**src/lv_pkg.sv**
```systemverilog
// register map and state codes assume the 4-bit address, 8-bit data register bus
`default_nettype none

package lv_pkg;

    //====================
    // bus and datapath widths
    //====================
    localparam int REG_AW      = 4;
    localparam int REG_DW      = 8;
    localparam int FLT_W       = 4;    // filter threshold and counter
    localparam int SYNC_STAGES = 2;
    localparam int MODE_W      = 3;
    localparam int IO_ST_W     = 4;    // live pin group in STATUS2

    //====================
    // register map
    //====================
    localparam logic [REG_AW-1:0] ADDR_MODE     = 4'd0;
    localparam logic [REG_AW-1:0] ADDR_CONFIG   = 4'd1;    // CFG_ST only
    localparam logic [REG_AW-1:0] ADDR_ERR_MASK = 4'd2;    // CFG_ST only
    localparam logic [REG_AW-1:0] ADDR_STATUS1  = 4'd3;    // sticky, w1c
    localparam logic [REG_AW-1:0] ADDR_STATUS2  = 4'd4;    // read only
    localparam logic [REG_AW-1:0] ADDR_STATUS3  = 4'd5;    // read only

    // mode register bits
    localparam int MODE_NML = 0;
    localparam int MODE_CFG = 1;
    localparam int MODE_RST = 2;    // self-clearing

    // STATUS1 error bits
    localparam int ERR_ACC = 0;
    localparam int ERR_DT  = 1;
    localparam int ERR_MM  = 2;
    localparam int ERR_UV  = 3;
    localparam int ERR_OV  = 4;
    localparam int ERR_NUM = 5;

    localparam int DEF_FLT_THR = 4;

    // operating states, code 0 unused
    typedef enum logic [2:0] {
        WAIT_ST = 3'd1,
        CFG_ST  = 3'd2,
        NML_ST  = 3'd3,
        FSF_ST  = 3'd4
    } ctrl_st_e;

endpackage

`default_nettype wire

```
**src/gnrl_sync.sv**
```systemverilog
// payload bits are resynchronized independently, so multi-bit groups must not rely on coherence
`timescale 1ns/10ps
`default_nettype none

module gnrl_sync #(
    parameter type T      = logic,
    parameter int  STAGES = 2
)(
    input  logic i_clk,
    input  logic i_reset,
    input  T     i_data,
    output T     o_data
);

    T sync_q [STAGES];

    always_ff @(posedge i_clk) begin
        if (i_reset) begin
            for (int i = 0; i < STAGES; i++) begin
                sync_q[i] <= '0;
            end
        end else begin
            sync_q[0] <= i_data;    // first stage may go metastable
            for (int i = 1; i < STAGES; i++) begin
                sync_q[i] <= sync_q[i-1];
            end
        end
    end

    assign o_data = sync_q[STAGES-1];

endmodule

`default_nettype wire

```
**src/lv_core.sv**
```systemverilog
// all pin inputs are asynchronous and take SYNC_STAGES cycles to reach the core logic
`timescale 1ns/10ps
`default_nettype none

module lv_core #(
    parameter int REG_AW      = lv_pkg::REG_AW,
    parameter int REG_DW      = lv_pkg::REG_DW,
    parameter int FLT_W       = lv_pkg::FLT_W,
    parameter int SYNC_STAGES = lv_pkg::SYNC_STAGES
)(
    input  logic              i_clk,
    input  logic              i_reset,

    input  logic              i_reg_wr_req,
    input  logic              i_reg_rd_req,
    input  logic [REG_AW-1:0] i_reg_addr,
    input  logic [REG_DW-1:0] i_reg_wdata,
    output logic              o_reg_ack,
    output logic [REG_DW-1:0] o_reg_rdata,

    input  logic              i_lv_pwm_dt,
    input  logic              i_lv_gate_vs_pwm,
    input  logic              i_lv_vsup_ov,
    input  logic              i_lv_vsup_uv_n,

    input  logic              i_io_pwm,
    input  logic              i_io_pwma,
    input  logic              i_io_fsstate,
    input  logic              i_io_fsenb_n,

    output logic              o_dgt_ang_pwm_en,
    output logic              o_dgt_ang_fsc_en,
    output logic              o_intb_n
);

    import lv_pkg::*;

    // field order gives the STATUS2 bit layout
    typedef struct packed {
        logic fsenb_n;
        logic fsstate;
        logic pwma;
        logic pwm;
    } io_pins_t;

    typedef struct packed {
        logic ov;
        logic uv_n;
    } supply_t;

    typedef struct packed {
        logic dt;
        logic gate_vs_pwm;
    } pwm_flt_t;

    io_pins_t         io_pins;
    supply_t          supply;
    pwm_flt_t         pwm_flt;
    logic             dt_err;
    logic             mm_err;
    logic [ERR_NUM-1:0] err_set;
    logic [FLT_W-1:0] flt_thr;
    logic             nml_en;
    logic             cfg_en;
    logic             rst_en;
    logic             fault;
    ctrl_st_e         cur_st;

    //====================
    // pin synchronizers
    //====================
    gnrl_sync #(.T(io_pins_t), .STAGES(SYNC_STAGES)) u_io_sync (
        .i_clk   (i_clk),
        .i_reset (i_reset),
        .i_data  ('{fsenb_n: i_io_fsenb_n, fsstate: i_io_fsstate,
                    pwma: i_io_pwma, pwm: i_io_pwm}),
        .o_data  (io_pins)
    );

    gnrl_sync #(.T(supply_t), .STAGES(SYNC_STAGES)) u_supply_sync (
        .i_clk   (i_clk),
        .i_reset (i_reset),
        .i_data  ('{ov: i_lv_vsup_ov, uv_n: i_lv_vsup_uv_n}),
        .o_data  (supply)
    );

    gnrl_sync #(.T(pwm_flt_t), .STAGES(SYNC_STAGES)) u_pwm_flt_sync (
        .i_clk   (i_clk),
        .i_reset (i_reset),
        .i_data  ('{dt: i_lv_pwm_dt, gate_vs_pwm: i_lv_gate_vs_pwm}),
        .o_data  (pwm_flt)
    );

    //====================
    // fault filters
    //====================
    lv_fault_filter #(.FLT_W(FLT_W)) u_dt_filter (
        .i_clk       (i_clk),
        .i_reset     (i_reset),
        .i_fault_raw (pwm_flt.dt),
        .i_thr       (flt_thr),
        .o_fault     (dt_err)
    );

    lv_fault_filter #(.FLT_W(FLT_W)) u_mm_filter (
        .i_clk       (i_clk),
        .i_reset     (i_reset),
        .i_fault_raw (pwm_flt.gate_vs_pwm),
        .i_thr       (flt_thr),
        .o_fault     (mm_err)
    );

    // access error is raised inside the register slave
    assign err_set[ERR_ACC] = 1'b0;
    assign err_set[ERR_DT]  = dt_err;
    assign err_set[ERR_MM]  = mm_err;
    assign err_set[ERR_UV]  = ~supply.uv_n;
    assign err_set[ERR_OV]  = supply.ov;

    lv_reg_slv #(.REG_AW(REG_AW), .REG_DW(REG_DW), .FLT_W(FLT_W)) u_reg_slv (
        .i_clk        (i_clk),
        .i_reset      (i_reset),
        .i_reg_wr_req (i_reg_wr_req),
        .i_reg_rd_req (i_reg_rd_req),
        .i_reg_addr   (i_reg_addr),
        .i_reg_wdata  (i_reg_wdata),
        .o_reg_ack    (o_reg_ack),
        .o_reg_rdata  (o_reg_rdata),
        .i_err_set    (err_set),
        .i_io_status  (io_pins),
        .i_cur_st     (cur_st),
        .o_flt_thr    (flt_thr),
        .o_nml_en     (nml_en),
        .o_cfg_en     (cfg_en),
        .o_rst_en     (rst_en),
        .o_fault      (fault),
        .o_intb_n     (o_intb_n)
    );

    lv_ctrl_unit u_ctrl_unit (
        .i_clk        (i_clk),
        .i_reset      (i_reset),
        .i_nml_en     (nml_en),
        .i_cfg_en     (cfg_en),
        .i_rst_en     (rst_en),
        .i_fault      (fault),
        .i_io_fsenb_n (io_pins.fsenb_n),
        .o_cur_st     (cur_st),
        .o_pwm_en     (o_dgt_ang_pwm_en),
        .o_fsc_en     (o_dgt_ang_fsc_en)
    );

endmodule

`default_nettype wire

```
**src/lv_ctrl_unit.sv**
```systemverilog
// fail-safe is left only through reset_en; fault and fsenb_n are acted on in normal state only
`timescale 1ns/10ps
`default_nettype none

module lv_ctrl_unit (
    input  logic             i_clk,
    input  logic             i_reset,

    input  logic             i_nml_en,
    input  logic             i_cfg_en,
    input  logic             i_rst_en,

    input  logic             i_fault,
    input  logic             i_io_fsenb_n,    // synchronized, low forces fail-safe

    output lv_pkg::ctrl_st_e o_cur_st,
    output logic             o_pwm_en,
    output logic             o_fsc_en
);

    import lv_pkg::*;

    ctrl_st_e st_q;
    ctrl_st_e st_nxt;
    logic     pwm_en_q;
    logic     fsc_en_q;

    //====================
    // next state
    //====================
    always_comb begin
        st_nxt = st_q;
        if (i_rst_en) begin
            st_nxt = WAIT_ST;    // soft reset wins from any state
        end else begin
            case (st_q)
                WAIT_ST: begin
                    if (i_cfg_en) begin
                        st_nxt = CFG_ST;
                    end
                end
                CFG_ST: begin
                    if (i_nml_en && !i_cfg_en) begin
                        st_nxt = NML_ST;
                    end
                end
                NML_ST: begin
                    if (i_fault || !i_io_fsenb_n) begin
                        st_nxt = FSF_ST;
                    end
                end
                FSF_ST: begin
                    st_nxt = FSF_ST;
                end
                default: begin
                    st_nxt = WAIT_ST;    // unused code
                end
            endcase
        end
    end

    //====================
    // state and enables
    //====================
    // enables come from next state so they switch with st_q
    always_ff @(posedge i_clk) begin
        if (i_reset) begin
            st_q     <= WAIT_ST;
            pwm_en_q <= 1'b0;
            fsc_en_q <= 1'b0;
        end else begin
            st_q     <= st_nxt;
            pwm_en_q <= (st_nxt == NML_ST);
            fsc_en_q <= (st_nxt == FSF_ST);
        end
    end

    assign o_cur_st = st_q;
    assign o_pwm_en = pwm_en_q;
    assign o_fsc_en = fsc_en_q;

endmodule

`default_nettype wire

```
**src/lv_fault_filter.sv**
```systemverilog
// input must already be synchronized; a threshold of zero behaves as one
`timescale 1ns/10ps
`default_nettype none

module lv_fault_filter #(
    parameter int FLT_W = lv_pkg::FLT_W
)(
    input  logic             i_clk,
    input  logic             i_reset,
    input  logic             i_fault_raw,
    input  logic [FLT_W-1:0] i_thr,
    output logic             o_fault
);

    logic [FLT_W-1:0] cnt_q;
    logic [FLT_W-1:0] cnt_nxt;
    logic [FLT_W-1:0] thr_eff;
    logic             flt_q;

    assign thr_eff = (i_thr == '0) ? FLT_W'(1) : i_thr;

    // consecutive high cycles
    always_comb begin
        if (!i_fault_raw) begin
            cnt_nxt = '0;
        end else if (cnt_q == '1) begin
            cnt_nxt = cnt_q;    // saturate
        end else begin
            cnt_nxt = cnt_q + FLT_W'(1);
        end
    end

    always_ff @(posedge i_clk) begin
        if (i_reset) begin
            cnt_q <= '0;
            flt_q <= 1'b0;
        end else begin
            cnt_q <= cnt_nxt;
            flt_q <= i_fault_raw && (cnt_nxt >= thr_eff);
        end
    end

    assign o_fault = flt_q;

endmodule

`default_nettype wire

```
**src/lv_reg_slv.sv**
```systemverilog
// one request per ack with no back-pressure; rdata is valid only in the ack cycle
`timescale 1ns/10ps
`default_nettype none

module lv_reg_slv #(
    parameter int REG_AW = lv_pkg::REG_AW,
    parameter int REG_DW = lv_pkg::REG_DW,
    parameter int FLT_W  = lv_pkg::FLT_W
)(
    input  logic                       i_clk,
    input  logic                       i_reset,

    input  logic                       i_reg_wr_req,
    input  logic                       i_reg_rd_req,
    input  logic [REG_AW-1:0]          i_reg_addr,
    input  logic [REG_DW-1:0]          i_reg_wdata,
    output logic                       o_reg_ack,
    output logic [REG_DW-1:0]          o_reg_rdata,

    input  logic [lv_pkg::ERR_NUM-1:0] i_err_set,
    input  logic [lv_pkg::IO_ST_W-1:0] i_io_status,
    input  lv_pkg::ctrl_st_e           i_cur_st,

    output logic [FLT_W-1:0]           o_flt_thr,
    output logic                       o_nml_en,
    output logic                       o_cfg_en,
    output logic                       o_rst_en,
    output logic                       o_fault,
    output logic                       o_intb_n
);

    import lv_pkg::*;

    logic [MODE_W-1:0]  mode_q;
    logic [FLT_W-1:0]   thr_q;
    logic [ERR_NUM-1:0] mask_q;
    logic [ERR_NUM-1:0] status1_q;
    logic [ERR_NUM-1:0] status1_set;
    logic [ERR_NUM-1:0] status1_clr;
    logic               ack_q;
    logic [REG_DW-1:0]  rdata_q;
    logic [REG_DW-1:0]  rd_mux;
    logic               addr_hit;
    logic               acc_err;
    logic               cfg_open;
    logic               intb_n_q;

    //====================
    // address decode
    //====================
    always_comb begin
        addr_hit = 1'b1;
        rd_mux   = '0;
        case (i_reg_addr)
            ADDR_MODE:     rd_mux = REG_DW'(mode_q);
            ADDR_CONFIG:   rd_mux = REG_DW'(thr_q);
            ADDR_ERR_MASK: rd_mux = REG_DW'(mask_q);
            ADDR_STATUS1:  rd_mux = REG_DW'(status1_q);
            ADDR_STATUS2:  rd_mux = REG_DW'(i_io_status);
            ADDR_STATUS3:  rd_mux = REG_DW'(i_cur_st);
            default:       addr_hit = 1'b0;    // unmapped reads as 0
        endcase
    end

    assign acc_err  = (i_reg_wr_req || i_reg_rd_req) && !addr_hit;
    assign cfg_open = (i_cur_st == CFG_ST);

    // set wins over a same-cycle clear
    always_comb begin
        status1_set          = i_err_set;
        status1_set[ERR_ACC] = i_err_set[ERR_ACC] | acc_err;
        status1_clr          = '0;
        if (i_reg_wr_req && (i_reg_addr == ADDR_STATUS1)) begin
            status1_clr = i_reg_wdata[ERR_NUM-1:0];
        end
    end

    //====================
    // registers
    //====================
    always_ff @(posedge i_clk) begin
        if (i_reset) begin
            mode_q    <= '0;
            thr_q     <= FLT_W'(DEF_FLT_THR);
            mask_q    <= '0;
            status1_q <= '0;
            ack_q     <= 1'b0;
            intb_n_q  <= 1'b1;
        end else begin
            ack_q     <= i_reg_wr_req || i_reg_rd_req;
            status1_q <= (status1_q & ~status1_clr) | status1_set;
            intb_n_q  <= ~(|status1_q);

            if (i_reg_wr_req && (i_reg_addr == ADDR_MODE)) begin
                mode_q <= i_reg_wdata[MODE_W-1:0];
            end else begin
                mode_q[MODE_RST] <= 1'b0;    // reset_en lasts one cycle
            end

            // protected outside CFG_ST, silently dropped
            if (i_reg_wr_req && cfg_open && (i_reg_addr == ADDR_CONFIG)) begin
                thr_q <= i_reg_wdata[FLT_W-1:0];
            end
            if (i_reg_wr_req && cfg_open && (i_reg_addr == ADDR_ERR_MASK)) begin
                mask_q <= i_reg_wdata[ERR_NUM-1:0];
            end
        end
    end

    always_ff @(posedge i_clk) begin
        if (i_reg_rd_req) begin
            rdata_q <= rd_mux;
        end
    end

    assign o_reg_ack   = ack_q;
    assign o_reg_rdata = rdata_q;

    assign o_flt_thr = thr_q;
    assign o_nml_en  = mode_q[MODE_NML];
    assign o_cfg_en  = mode_q[MODE_CFG];
    assign o_rst_en  = mode_q[MODE_RST];

    assign o_fault  = |(status1_q & ~mask_q);    // unmasked errors only
    assign o_intb_n = intb_n_q;

endmodule

`default_nettype wire

```
**config.mk**
```make
export PLATFORM = sky130hd
export DESIGN_NAME = lv_core
export DESIGN_NICKNAME = d
export VERILOG_FILES = /design/src/lv_pkg.sv /design/src/gnrl_sync.sv /design/src/lv_core.sv /design/src/lv_ctrl_unit.sv /design/src/lv_fault_filter.sv /design/src/lv_reg_slv.sv
export SDC_FILE = /design/constraint.sdc
export NUM_CORES = 1
export LEC_CHECK = 0
export BUFFER_PORTS_ARGS = -buffer_cell sky130_fd_sc_hd__clkbuf_2
export CAP_MARGIN = 20
export CORE_ASPECT_RATIO = 0.75
export CORE_UTILIZATION = 56
export CTS_BUF_LIST = sky130_fd_sc_hd__clkbuf_16
export CTS_CLUSTER_DIAMETER = 120
export DETAILED_ROUTE_END_ITERATION = 10
export PLACE_DENSITY = 0.78
export SLEW_MARGIN = 40
export SYNTH_ARGS = -nofsm -noshare
export SYNTH_HDL_FRONTEND = slang
export SYNTH_SLANG_ARGS = --single-unit
```
**constraint.sdc**
```tcl
create_clock -name i_clk -period 2.3 [get_ports i_clk]
set_input_delay 0.46 -clock i_clk [delete_from_list [all_inputs] [get_ports i_clk]]
set_output_delay 0.46 -clock i_clk [all_outputs]
set_load 0.01 [all_outputs]
```
Yosys cells after proc, flatten, opt, wreduce, memory -nomap -nowiden

Memories as Yosys holds them, arrays and structs flattened.
Cells that the tools add are included.

Memories: 3
Bits of input ports: 24
Bits in writable memories: 16
Register bits: 42
Logic and storage cells: 91

Memory list:

| memory                | words | bits a word | read ports | clocked after Yosys merged registers in | write ports | RTL line        | source |
|---|---|---|---|---|---|---|---|
| u_io_sync.sync_q      | 2     | 4           | 2          | 0                                       | 2           | gnrl_sync.sv:15 | `T sync_q [STAGES];` |
| u_pwm_flt_sync.sync_q | 2     | 2           | 2          | 0                                       | 2           | gnrl_sync.sv:15 |  |
| u_supply_sync.sync_q  | 2     | 2           | 2          | 0                                       | 2           | gnrl_sync.sv:15 |  |

Muxes and demuxes: 22
Reduce and logical (&&, ||, !) cells: 20
Add/sub/neg operators: 2
Equal/unequal tests: 13
Bitwise gates (word level): 14
Magnitude comparators: 2

Operators by type and width:

| cell                  | count |
|---|---|
| $pmux W5 S6           | 1 |
| $mux W4               | 7 |
| $mux W3               | 4 |
| $pmux W3 S4           | 1 |
| $and A5 B5 Y5         | 2 |
| $not A5 Y5            | 2 |
| $reduce_or A5 Y1      | 2 |
| $eq A3 B2 Y1 const B  | 3 |
| $logic_and A1 B1 Y1   | 9 |
| $add A4 B1 Y4 const B | 2 |
| $eq A4 B2 Y1 const B  | 2 |
| $eq A4 B3 Y1 const B  | 2 |
| $eq A4 B4 Y1 const B  | 2 |
| $ge A4 B4 Y1          | 2 |
| $logic_not A4 Y1      | 2 |
| $mux W2               | 4 |
| $eq A3 B3 Y1 const B  | 2 |
| $or A1 B1 Y1          | 6 |
| $reduce_or A6 Y1      | 1 |
| $mux W5               | 1 |
| $or A5 B5 Y5          | 1 |
| $eq A4 B1 Y1 const B  | 1 |
| $mux W1               | 4 |
| $eq A3 B1 Y1 const B  | 1 |
| 4 further kinds       | 9 |

Logic depth before layout (Yosys ltp)

Depth after elaboration: 8
Depth in mapped cells: 9
Gate-level depth less buffers: 9

Cells and area by module

From an unflattened synthesis, not the netlist that was laid out.

Cell total of the unflattened synthesis: 264
Area, all modules: 2551.2 µm²

By module, submodules not included:

| module                         | times used | cells an instance | area each (µm²) |
|---|---|---|---|
| lv_reg_slv                     | 1          | 124               | 1209.9 |
| lv_fault_filter                | 2          | 38                | 320.3 |
| gnrl_sync (u_io_sync)          | 1          | 20                | 240.2 |
| gnrl_sync (u_pwm_flt_sync ...) | 2          | 10                | 120.1 |
| lv_ctrl_unit                   | 1          | 22                | 212.7 |
| lv_core                        | 1          | 2                 | 7.5 |

Worst setup path after synthesis

Ideal clock, no wire load.

Kind: register to register
Start point: register u_dt_filter.cnt_q[0]
End point: register u_dt_filter.flt_q (netlist: u_dt_filter.o_fault)
Clock period less this slack: 1862 ps
Setup slack: 438 ps
Path buffers: 0
Required time: 2166 ps
Stages on the path, launching flop included: 10
Data arrival time: 1728 ps
Cell sequence: dfxtp_1 -> ha_1 -> nand3_1 -> xor2_1 -> nand2_1 -> ha_1 -> nand2b_1 -> a21o_1 -> a211oi_1 -> nor4_1

Longest elaborated chain between the ends: 5

Ends and longest elaborated chain:

| item                                          | RTL line                                     | source |
|---|---|---|
| start: declaration                            | lv_fault_filter.sv:15                        | `logic [FLT_W-1:0] cnt_q;` |
| start signal: assignment                      | lv_fault_filter.sv:38                        | `cnt_q <= cnt_nxt;` |
| $add A4 B1 Y4 or $eq A4 B4 Y1 (tied branches) | lv_fault_filter.sv:29, lv_fault_filter.sv:26 |  |
| $mux W4 (*)                                   | lv_fault_filter.sv:26                        | `end else if (cnt_q == '1) begin` |
| $mux W4 (*)                                   | lv_fault_filter.sv:24                        | `if (!i_fault_raw) begin` |
| $ge A4 B4 Y1 (*)                              | lv_fault_filter.sv:39                        | `flt_q <= i_fault_raw && (cnt_nxt >= thr_eff);` |
| $logic_and A1 B1 Y1 (*)                       | lv_fault_filter.sv:39                        |  |
| end signal: assignment                        | lv_fault_filter.sv:39                        |  |
| end: declaration                              | lv_fault_filter.sv:18                        | `logic flt_q;` |

Every way passes the cells marked *; elsewhere a longest branch is shown, timed or not.
A chain may end at the register's enable or synchronous reset.

Worst setup path in the final report

Same ends and word-level chain as after synthesis.

==> summary.md <==
| Metric | Value |
|---|---|
| Routability cong. | 0.834 |
| RSZ-0062 raised after global routing | no |
| Hold Path End | u_supply_sync.sync_q[0][1]$_SDFF_PP0_ |
| Synth Area in XOR/XNOR | 0.0107 |
| Fmax achieved | a little under 500 MHz |
| Worst EP arrival | approximately 2.2 ns |
| TritonCTS Buffers | 5 |
| H-tree Lvls | 2 |
| Clock-pin slew on the worst setup and hold paths | around 0.060 ns |
| Mapped Cells | 242 |
| Hold Vio Cnt, Final | 0 |
| Grt ovf | 0 |
| Min-delay src | i_lv_vsup_ov |
| Clk_lat worst skew | 0.29 ns |
| Vias in the first global route | approximately 1,600 |
| Yosys top cell area share | 0.409 |
| Status | finished, final reports clean |
| CP Buf/Inv Count | 0 |
| Core area | 4130 um^2 |
| Post-synthesis adder-cell area fraction | 0.0511 |
| Hold_buf cts | 0 |
| Post-Synth Simple-Gate Area | 0.210 |
| Met2 usage | 0.331 |
| Sequential share of the synthesized area | 0.470 |
| Mux contribution to synthesized area | 0.105 |
| Critical path launch point type | flop |
| Fin area | about 2800 um^2 |
| Cell row count | 20 |
| Slowest CP cell | dfxtp_1 |
| CP Capture Type | flop |
| Post-cts sizing count | 0 |
| CP Cell Sequence | ha_1 > nand3_1 > xor2_1 > nand2_1 > ha_1 > nand2b_1 > a21o_1 > a211oi_1 > nor4_1 |
| Post-synth EDFFs | 5 |
| Num ports | 36 |
| Via count | 1,794 |
| Synth area leader | dfxtp_1 |
| Reg2Reg Depth | 9 |
| First-pass GRT wire length | just under 8000 um |
| Final #Nets | roughly 300 |
| Ys async rst share | 0 |
| Sink Count | 55 |
| Largest family of logic cells by synthesized area | simple AND/OR/NAND/NOR gates |
| Post-CTS setup buffers | 0 |
| Mapped Area | around 2400 um^2 |
| GRT Util Overall | 0.224 |
| Hold depth | 2 |
| Seq cells post-synth | 55 |
| Finished Layout Cells | 326 |
| Post-synthesis compound-gate area fraction | 0.102 |
| Commonest cells after routing, fill and taps aside | dfxtp_1 (50), clkbuf_2 (29), nor2_1 (25), mux2i_1 (20), nor2b_1 (17) |
| Slew Limit Fails | 0 |
| Part of the cycle the worst path needs | 0.883 |
| Initial Util | 0.593 |
| Max VDD drop | between 0.4 and 0.5 mV |
| Clock Tree Root | clkbuf_16 |
| Flop2flop setup slack | between 0.2 and 0.3 ns |
| Hold slack final | 0.373 ns |
| Wire per inst | ~14 um |
| CP Data Required Time | approximately 2.5 ns |
| Most common cell after layout, fill and taps aside | dfxtp_1 |
| Avg Synthesized Cell Area | between 10 and 15 um^2 |
| Largest net degree at the start of global routing | 24 |
| Synth top area cells | dfxtp_1 (41%), mux2i_1 (8.2%), edfxtp_1 (6.1%) |
| Leakage | roughly 1.2 nW |
| CP most frequent cell | ha_1 |
| Post-route ant nets | 0 |
| Multi-input gate area | ~1200 um^2 |
| Max-cap check violation count | 0 |
| CP Class | flop to flop |
| FF-to-FF End | u_dt_filter.o_fault$_SDFF_PP0_ |
| Yosys cell types | 50 |
| Met3 Use GR | 0.0631 |
| Vias per cell | around 5.5 |
| Pwr dens | around 690 nW/um^2 |
| WL final | 4560 um |
| Die height | about 59 um |
| Total die area | 4640 um^2 |
| Chip Width | about 78 um |
| Port Buf Inserts | 29 |
| Cells after DPL | around 320 |
| Layout Skew | approximately 0.0049 ns |
| Setup TNS | 0 ns |
| Max incr delay on CP | 0.37 ns |
| Dpl hpwl | 3310 um |
| DRC errors left | 0 |
| Iteration-0 DRC Markers | approximately 120 |
| Fillers | ~350 |
| Initial antenna violation count | 0 |
| Antenna diodes | 0 |
| Reg2Reg Launch Point | u_dt_filter.cnt_q[0]$_SDFF_PP0_ |
| Proportion of layout cells with a drive suffix above 1 | 0.181 |
| GRT met1 Usage | 0.312 |
| Cell Area, Placed | 2610 um^2 |
| Clk buf depth | 2 |
| Worst hold path class | primary input to flop |
| Final min period | around 2.0 ns |
| Cell family with most CP delay | adder cells |
| TritonRoute pass-1 iters | 4 |
| CP max FO | 4 |
| Dominant synthesized flop cell | dfxtp_1 |
| Area Growth Syn to Fin | 13.1% |
| CTS tree | built |
| Yosys synthesis warning count | 0 |
| Most used routing layer | met2 |
| Register area | approximately 1200 um^2 |
| # setup viols final | 0 |
==> state kept, by name, summed over array words and instances, names as in the netlist, 5 cells and up <==
signal	cells
u_io_sync.sync_q	8
u_reg_slv.mask_q	5
u_reg_slv.o_reg_rdata	5
u_reg_slv.status1_q	5
==> kinds of logic after synthesis <==
family,count (synthesis)
compound gates,34
xor+xnor,3
fa+ha+maj,10
buf+inv,24
flops,55
mux,24
other cells,1
simple gates,91
==> per-layer routing <==
layer	wire (um)	up-vias
met5	0	-
met4	42	0
met3	334	4
met2	1980	62
met1	2200	818
li1	-	910
==> metrics by stage <==
step / worst slack, ns / util / total power [mW]
floorplan: 0.438 / - / 1.11
global placement: 0.334 / 0.632 / 1.15
detailed placement: 0.305 / 0.632 / 1.15
CTS: 0.269 / 0.671 / 1.93
global route: 0.0571 / 0.671 / 1.99
finish: 0.270 / 0.671 / 1.91
==> final cells by class <==
type,instances,area share
clock inverter,2,0.00316
tap,55,0.0248
sequential,55,0.416
inverter,11,0.0149
clock buffer,6,0.0542
timing repair buffer,32,0.0605
multi-input combinational,165,0.427
==> worst max-delay path by stage <==
stage	start	cells past startpoint	end	slack [ns]
finish	u_dt_filter.cnt_q[0]$_SDFF_PP0_	9	u_dt_filter.o_fault$_SDFF_PP0_	0.27
global route	u_mm_filter.cnt_q[0]$_SDFF_PP0_	9	u_mm_filter.o_fault$_SDFF_PP0_	0.06
CTS	u_dt_filter.cnt_q[0]$_SDFF_PP0_	9	u_dt_filter.o_fault$_SDFF_PP0_	0.27
detailed placement	u_dt_filter.cnt_q[0]$_SDFF_PP0_	9	u_dt_filter.o_fault$_SDFF_PP0_	0.30
global placement	u_mm_filter.cnt_q[0]$_SDFF_PP0_	9	u_mm_filter.o_fault$_SDFF_PP0_	0.33
floorplan	u_dt_filter.cnt_q[0]$_SDFF_PP0_	9	u_dt_filter.o_fault$_SDFF_PP0_	0.44
==> where the power goes <==
group / switching, mW / leakage, nW / internal, mW / total, mW
sequential: 0.0125 / 0.459 / 0.992 / 1.00
clock: 0.318 / 0.0794 / 0.464 / 0.781
combinational: 0.0708 / 0.642 / 0.0522 / 0.123
total: 0.401 / 1.18 / 1.51 / 1.91
==> cells in the mapped netlist (all sizes together), types with 5 or more instances <==
cell	count
a21oi	6
buf	8
clkbuf	5
dfxtp	50
edfxtp	5
ha	10
inv	11
mux2i	20
nand2	9
nand2b	6
nand3	5
nor2	25
nor2b	17
nor3	5
Power figures use the tool's default switching activity.
